### src/hw/gpio_pkg.sv
// shared constants for the apb gpio block
// address width, register offsets and reset value

package gpio_pkg;

  // ------------------------------------------------------------------------
  // apb address space
  // ------------------------------------------------------------------------

  localparam int gpio_addr_width = 6;       // 64 byte window

  // ------------------------------------------------------------------------
  // register offsets
  // ------------------------------------------------------------------------

  // 1 sets a pin to input mode and 0 to output mode
  localparam logic [gpio_addr_width-1:0] gpr_direction_mode = 6'h04;

  // driver enable per pin
  localparam logic [gpio_addr_width-1:0] gpr_output_enable  = 6'h08;

  // level driven on output pins
  localparam logic [gpio_addr_width-1:0] gpr_output_value   = 6'h0C;

  // synchronized pin level, read only
  localparam logic [gpio_addr_width-1:0] gpr_input_value    = 6'h10;

  // sticky rising edge flags, read only, cleared on read
  localparam logic [gpio_addr_width-1:0] gpr_int_status     = 6'h20;

  // ------------------------------------------------------------------------
  // reset value
  // ------------------------------------------------------------------------

  // every register comes up zero
  // so all pins start as disabled outputs
  localparam logic [31:0] gprv_reset_value = 32'h0000_0000;

endpackage : gpio_pkg

### src/hw/apb_gpio_port.sv
// apb3 slave front end for the gpio register unit
// turns bus phases into register strobes, wait state and error

`timescale 1ns/1ps

module apb_gpio_port
(
  input  logic                                pclk14,
  input  logic                                n_reset14,   // async, active low
  input  logic                                psel,
  input  logic                                penable,
  input  logic                                pwrite,
  input  logic [gpio_pkg::gpio_addr_width-1:0] paddr,
  input  logic [31:0]                         pwdata,
  output logic [31:0]                         prdata,
  output logic                                pready,
  output logic                                pslverr,
  output logic                                reg_read,    // one cycle strobe
  output logic                                reg_write,   // one cycle strobe
  output logic [gpio_pkg::gpio_addr_width-1:0] reg_addr,
  output logic [31:0]                         reg_wdata,
  input  logic [31:0]                         reg_rdata    // registered in subunit
);

  import gpio_pkg::*;

  logic access_first;   // first access cycle of a transfer
  logic addr_legal;     // one of the five offsets
  logic write_legal;    // writable offset
  logic rd_wait;        // read wait cycle flag
  logic rd_err;         // errored read, reported with rd_wait

  // ------------------------------------------------------------------------
  // offset decode
  // ------------------------------------------------------------------------

  always_comb
  begin
    addr_legal = (paddr == gpr_direction_mode) ||
                 (paddr == gpr_output_enable)  ||
                 (paddr == gpr_output_value)   ||
                 (paddr == gpr_input_value)    ||
                 (paddr == gpr_int_status);
    // status and input value are read only
    write_legal = (paddr == gpr_direction_mode) ||
                  (paddr == gpr_output_enable)  ||
                  (paddr == gpr_output_value);
  end

  assign access_first = psel & penable & ~rd_wait;

  // strobes only for legal accesses
  assign reg_write = access_first & pwrite & write_legal;
  assign reg_read  = access_first & ~pwrite & addr_legal;
  assign reg_addr  = paddr;
  assign reg_wdata = pwdata;

  // read wait state tracking
  always_ff @(posedge pclk14 or negedge n_reset14)
  begin
    if (!n_reset14)
    begin
      rd_wait <= 1'b0;
      rd_err  <= 1'b0;
    end
    else
    begin
      rd_wait <= access_first & ~pwrite;                // one wait per read
      rd_err  <= access_first & ~pwrite & ~addr_legal;  // unmapped read
    end
  end

  // writes finish in the first access cycle, reads one cycle later
  assign pready  = (access_first & pwrite) | rd_wait;
  assign pslverr = (access_first & pwrite & ~write_legal) | rd_err;

  // subunit returns zero unless a legal read was strobed
  assign prdata  = reg_rdata;

endmodule : apb_gpio_port

### src/hw/gpio_input_sync.sv
// pin input chain for the gpio block
// two flop synchronizer, capture register and rising edge detect

`timescale 1ns/1ps

module gpio_input_sync
#(
  parameter int gpio_width = 16             // number of pins
)
(
  input  logic                  pclk14,
  input  logic                  n_reset14,     // async, active low
  input  logic [gpio_width-1:0] pin_in,        // raw pins, async to pclk14
  output logic [gpio_width-1:0] input_value,   // captured pin level
  output logic [gpio_width-1:0] rise_event     // one cycle per rising edge
);

  logic [gpio_width-1:0] sync_one;   // first flop, may go metastable
  logic [gpio_width-1:0] sync_two;   // second flop, settled

  // ------------------------------------------------------------------------
  // metastability chain
  // ------------------------------------------------------------------------

  always_ff @(posedge pclk14 or negedge n_reset14)
  begin
    if (!n_reset14)
    begin
      sync_one <= '0;
      sync_two <= '0;
    end
    else
    begin
      sync_one <= pin_in;     // stage one at the pins
      sync_two <= sync_one;   // stage two
    end
  end

  // capture stage
  // input_value lags sync_two by one edge
  always_ff @(posedge pclk14 or negedge n_reset14)
  begin
    if (!n_reset14)
      input_value <= '0;
    else
      input_value <= sync_two;   // third edge from the pin
  end

  // ------------------------------------------------------------------------
  // edge detect
  // ------------------------------------------------------------------------

  // new level high, captured level still low
  // clears itself once the capture stage catches up
  assign rise_event = sync_two & ~input_value;

endmodule : gpio_input_sync

### src/hw/gpio_lite_subunit.sv
// gpio register unit
// direction, output enable, output value and interrupt status registers
// registered read mux and pin driver logic

`timescale 1ns/1ps

module gpio_lite_subunit
#(
  parameter int gpio_width = 16              // number of pins, 8 to 32
)
(
  input  logic                                pclk14,
  input  logic                                n_reset14,      // async, active low
  input  logic                                reg_read,       // from port stage
  input  logic                                reg_write,      // from port stage
  input  logic [gpio_pkg::gpio_addr_width-1:0] reg_addr,
  input  logic [31:0]                         reg_wdata,
  output logic [31:0]                         reg_rdata,      // valid cycle after read
  input  logic [gpio_width-1:0]               input_value,    // captured pins
  input  logic [gpio_width-1:0]               rise_event,     // from edge detect
  input  logic                                test_tristate,  // forces drivers off
  output logic [gpio_width-1:0]               interrupt,      // one bit per pin
  output logic [gpio_width-1:0]               pin_out,
  output logic [gpio_width-1:0]               pin_oe_n        // active low enable
);

  import gpio_pkg::*;

  logic [gpio_width-1:0] direction_mode;   // 1 input, 0 output
  logic [gpio_width-1:0] output_enable;    // driver active
  logic [gpio_width-1:0] output_value;     // level to drive
  logic [gpio_width-1:0] int_status;       // sticky rise flags
  logic [gpio_width-1:0] int_trigger;      // qualified rise events
  logic [gpio_width-1:0] rd_mux;           // selected register
  logic [gpio_width-1:0] rdata_q;          // read data register
  logic [gpio_width-1:0] wr_data;          // low bits of bus data
  logic                  status_clear;     // read of status offset

  assign wr_data = reg_wdata[gpio_width-1:0];

  // ------------------------------------------------------------------------
  // writable registers
  // ------------------------------------------------------------------------

  always_ff @(posedge pclk14 or negedge n_reset14)
  begin
    if (!n_reset14)
    begin
      direction_mode <= gprv_reset_value[gpio_width-1:0];
      output_enable  <= gprv_reset_value[gpio_width-1:0];
      output_value   <= gprv_reset_value[gpio_width-1:0];
    end
    else if (reg_write)
    begin
      // port stage only strobes legal offsets
      case (reg_addr)
        gpr_direction_mode: direction_mode <= wr_data;
        gpr_output_enable:  output_enable  <= wr_data;
        gpr_output_value:   output_value   <= wr_data;
        default:            ;                           // read only offsets
      endcase
    end
  end

  // ------------------------------------------------------------------------
  // interrupt status
  // ------------------------------------------------------------------------

  // output mode pins never flag
  assign int_trigger  = rise_event & direction_mode;
  assign status_clear = reg_read && (reg_addr == gpr_int_status);

  // set wins over clear in the same cycle
  always_ff @(posedge pclk14 or negedge n_reset14)
  begin
    if (!n_reset14)
      int_status <= gprv_reset_value[gpio_width-1:0];
    else
      int_status <= (int_status & ~{gpio_width{status_clear}}) | int_trigger;
  end

  assign interrupt = int_status;

  // ------------------------------------------------------------------------
  // read path
  // ------------------------------------------------------------------------

  always_comb
  begin
    case (reg_addr)
      gpr_direction_mode: rd_mux = direction_mode;
      gpr_output_enable:  rd_mux = output_enable;
      gpr_output_value:   rd_mux = output_value;
      gpr_input_value:    rd_mux = input_value;
      gpr_int_status:     rd_mux = int_status;   // value before the clear
      default:            rd_mux = '0;
    endcase
  end

  // zero whenever the previous cycle had no read
  always_ff @(posedge pclk14 or negedge n_reset14)
  begin
    if (!n_reset14)
      rdata_q <= '0;
    else if (reg_read)
      rdata_q <= rd_mux;
    else
      rdata_q <= '0;
  end

  // upper bus bits read as zero
  assign reg_rdata = 32'(rdata_q);

  // ------------------------------------------------------------------------
  // pin drivers
  // ------------------------------------------------------------------------

  assign pin_out = output_value;

  // driver on only when enabled, in output mode and not in test
  assign pin_oe_n = ~(output_enable & ~direction_mode) | {gpio_width{test_tristate}};

endmodule : gpio_lite_subunit

### src/hw/gpio_lite.sv
// top level of the apb gpio block
// wires the apb port stage, the input chain and the register unit

`timescale 1ns/1ps

module gpio_lite
#(
  parameter int gpio_width = 16                   // number of pins
)
(
  input  logic                                pclk14,
  input  logic                                n_reset14,     // async, active low
  // apb3 slave
  input  logic                                psel,
  input  logic                                penable,
  input  logic                                pwrite,
  input  logic [gpio_pkg::gpio_addr_width-1:0] paddr,
  input  logic [31:0]                         pwdata,
  output logic [31:0]                         prdata,
  output logic                                pready,
  output logic                                pslverr,
  // pins
  input  logic [gpio_width-1:0]               pin_in,
  output logic [gpio_width-1:0]               pin_out,
  output logic [gpio_width-1:0]               pin_oe_n,
  input  logic                                test_tristate, // all drivers off
  output logic [gpio_width-1:0]               interrupt
);

  // port stage to register unit
  logic                                reg_read;
  logic                                reg_write;
  logic [gpio_pkg::gpio_addr_width-1:0] reg_addr;
  logic [31:0]                         reg_wdata;
  logic [31:0]                         reg_rdata;

  // input chain to register unit
  logic [gpio_width-1:0]               input_value;
  logic [gpio_width-1:0]               rise_event;

  apb_gpio_port u_port
  (
    .pclk14    (pclk14),
    .n_reset14 (n_reset14),
    .psel      (psel),
    .penable   (penable),
    .pwrite    (pwrite),
    .paddr     (paddr),
    .pwdata    (pwdata),
    .prdata    (prdata),
    .pready    (pready),
    .pslverr   (pslverr),
    .reg_read  (reg_read),
    .reg_write (reg_write),
    .reg_addr  (reg_addr),
    .reg_wdata (reg_wdata),
    .reg_rdata (reg_rdata)
  );

  gpio_input_sync #(.gpio_width(gpio_width)) u_input_sync
  (
    .pclk14      (pclk14),
    .n_reset14   (n_reset14),
    .pin_in      (pin_in),
    .input_value (input_value),
    .rise_event  (rise_event)
  );

  gpio_lite_subunit #(.gpio_width(gpio_width)) u_subunit
  (
    .pclk14        (pclk14),
    .n_reset14     (n_reset14),
    .reg_read      (reg_read),
    .reg_write     (reg_write),
    .reg_addr      (reg_addr),
    .reg_wdata     (reg_wdata),
    .reg_rdata     (reg_rdata),
    .input_value   (input_value),
    .rise_event    (rise_event),
    .test_tristate (test_tristate),
    .interrupt     (interrupt),
    .pin_out       (pin_out),
    .pin_oe_n      (pin_oe_n)
  );

endmodule : gpio_lite

### config.mk
export PLATFORM = sky130hd
export DESIGN_NAME = gpio_lite
export DESIGN_NICKNAME = d
export VERILOG_FILES = /design/src/hw/gpio_pkg.sv /design/src/hw/apb_gpio_port.sv /design/src/hw/gpio_input_sync.sv /design/src/hw/gpio_lite_subunit.sv /design/src/hw/gpio_lite.sv
export SDC_FILE = /design/constraint.sdc
export NUM_CORES = 1
export LEC_CHECK = 0
export ABC_AREA = 1
export BUFFER_PORTS_ARGS = -buffer_cell sky130_fd_sc_hd__buf_2
export CORE_MARGIN = 2
export CORE_UTILIZATION = 45
export DETAILED_ROUTE_END_ITERATION = 12
export PLACE_DENSITY = 0.7
export SETUP_SLACK_MARGIN = 0.02
export SLEW_MARGIN = 40
export SYNTH_ARGS = -nofsm -noshare
export SYNTH_HDL_FRONTEND = slang
export SYNTH_SLANG_ARGS = --single-unit
### constraint.sdc
create_clock -name pclk14 -period 3.1 [get_ports pclk14]
set_input_delay 0.93 -clock pclk14 [delete_from_list [all_inputs] [get_ports pclk14]]
set_output_delay 0.93 -clock pclk14 [all_outputs]
set_load 0.02 [all_outputs]
==> metrics <==
Final Instance Count excl. Fillers around 820; total core area between 10000 and 15000 sq um; RSZ-0062 raised after global routing false; post-CTS resize count 0; total grt overflow 0; Top FF cell, synth dfrtp_1; max incr delay on CP roughly 0.27 ns; Synthesis Warnings 0; cell area after synthesis 5550 sq um; final wirelength 13900 um; most frequent cells in the layout dfrtp_1 (130), buf_2 (108), nand2_1 (69); worst-path cell chain buf_2 > inv_1 > nand3_1 > buf_2; Setup-failing EPs final 0; top cells by area, synth dfrtp_1 (59%), nand4_1 (7.7%), nand2_1 (4.7%); asr flop ratio synth 100%; clk sink count 130; all-layer global routing usage 22.5%; port buffer count ~110; critical path startpoint test_tristate; Yosys reg bits 130; Final Max Slew Viols 0; Clock transition at path regs approximately 0.06 ns; DP Cell Count 784; Reg-to-Reg Start u_port.rd_wait; Longest Clk Path Bufs 2; Netlist cell types 26; CP top delay family buffers and inverters; Die Wd 115 um; DRC 0; vias in the first global route 4316; status finished, final reports clean; Critical Path RT 2.17 ns; critical path startpoint category input port; Worst Skew 0.00885 ns; DR vias/cell approximately 5.4; HP Class flop to flop; VDD IR max around 400 uV; R2R Setup Slk 1.41 ns; number of synthesized flops with an enable pin 0; Reg area 3250 sq um; Reg2Reg Depth 5; Power Density 624 nW/um^2; root buffer cell clkbuf_16; crit-path most repeated cell buf_2; DR pass1 iterations 5; CTS tree done; Worst slew margin 51.6%; leakage 3.22 nW; Post-CTS Setup Inserts 0; Layout area overhead 22.6%; Peak Freq 381 MHz; max-cap violation count 0; first-pass GRT wire length 22300 um; Placer Congestion 0.841; r2r endpoint u_subunit.rdata_q[15]; min cycle time layout 2.62 ns; Hold Buf Count CTS 0; post-synth top area cell dfrtp_1; initial core utilization between 40 and 50%; synthesized instance count 545; Slowest-stage cell, CP inv_1; chip height 115 um; clk_lat worst skew 0.42 ns; final worst-path cycle share 84.6%; CP endpoint kind primary output; post-synth top area share about three fifths; Syn Area/Cell 10.2 sq um; crit path kind input port to primary output; via count 4432; H-tree depth 4; Fillers approximately 1000; WP depth 4; Setup TNS 0 ns; cts bufs inserted 17; most common cell after layout, fill and taps aside dfrtp_1; Worst Path Max Fanout 8; io pins 142; Initial DRC Count ~350; Antenna Violating Nets Remaining 0; Fin. Hold Viols 0; nets@finish 716; initial antenna violation count 0; Worst Tran Pin Value 0.726 ns; sequential fraction of the synthesis area 58.7%; share of layout cells above drive strength 1 31.8%; Inserted Diodes 0; largest net degree at the start of global routing 70; Die Area 13200 sq um; multi-input combinational cell area 1870 sq um; Post-DP HPWL between 8000 and 9000 um; worst path bufs/invs 3; Setup crit end pin_oe_n[13]; Hold WS 0.347 ns; Routed WL per cell 17.1 um; crit path DAT ~1.7 ns; row cnt 40
[registers in the layout, indices dropped and copies added (netlist names)]
register,flops
u_input_sync.sync_one,16
u_port.rd_wait,1
u_input_sync.sync_two,16
u_subunit.output_enable,16
u_subunit.pin_out,16
u_subunit.direction_mode,16
u_port.rd_err,1
u_subunit.interrupt,16
u_subunit.rdata_q,16
u_input_sync.input_value,16
[report_power, final]
group          total [mW]  switching, mW  internal [mW]  leakage (nW)
combinational       0.304          0.221         0.0828          1.30
sequential           1.81         0.0457           1.77          1.62
clock                2.13          0.742           1.39         0.301
[logic make-up after synthesis]
logic type	count (synthesis)	share of synthesized area, %
simple gates	238	23.9
flops	130	58.7
buf+inv	95	8.66
compound gates	81	8.75
other cells	1	0.0676
[routing by layer]
layer | up-vias | GRT usage [%] | wire (um)
li1 | 2049 | - | -
met4 | 0 | 9.00 | 303
met2 | 228 | 35.3 | 6850
met5 | - | 0 | 0
met3 | 33 | 5.90 | 1030
met1 | 2122 | 30.0 | 5760
[worst reg2reg max path, delay by kind of cell, from the launching register on]
family,cells,cell delay (ns)
AND/OR/NAND/NOR,3,0.90
flip-flops,1,0.37
buffers and inverters,2,0.34
[final cells by class]
type                            count  area share, %
Clock inverter                     13           2.69
Tap cell                          147           2.70
Inverter                           50           2.78
Sequential cell                   130           47.8
Timing Repair Buffer              122           9.86
Clock buffer                       19           6.66
Multi-Input combinational cell    335           27.5
[Yosys cell counts, drive strengths merged (2+ instances only)]
| library cell | count |
|---|---|
| nor2 | 49 |
| nand3 | 36 |
| nand3b | 2 |
| clkbuf | 8 |
| o21ai | 73 |
| nand2 | 83 |
| inv | 49 |
| buf | 37 |
| nand4 | 68 |
| o31ai | 7 |
| dfrtp | 130 |
[through the flow]
step           setup slack [ns]  utilization, %  area (sq um)  power, mW
4_1_cts                   0.460            56.6          6800       4.27
6_report                  0.476            56.6          6800       4.24
2_1_floorplan             0.625               -          5600       2.01
5_1_grt                   0.423            56.6          6800       4.39
3_5_place_dp              0.254            51.3          6170       2.14
3_3_place_gp              0.298            51.3          6170       2.13
[worst min path at each step]
stage / slack, ns / cells past startpoint / endpoint / from
3_5_place_dp: 0.34 / 0 / u_input_sync.sync_two[8] / u_input_sync.sync_one[8]
6_report: 0.35 / 0 / u_input_sync.sync_two[9] / u_input_sync.sync_one[9]
2_1_floorplan: 0.33 / 0 / u_input_sync.sync_two[0] / u_input_sync.sync_one[0]
3_3_place_gp: 0.33 / 0 / u_input_sync.sync_two[8] / u_input_sync.sync_one[8]
4_1_cts: 0.35 / 0 / u_input_sync.sync_two[3] / u_input_sync.sync_one[3]
5_1_grt: 0.35 / 0 / u_input_sync.sync_two[0] / u_input_sync.sync_one[0]
Power figures use the tool's default switching activity.
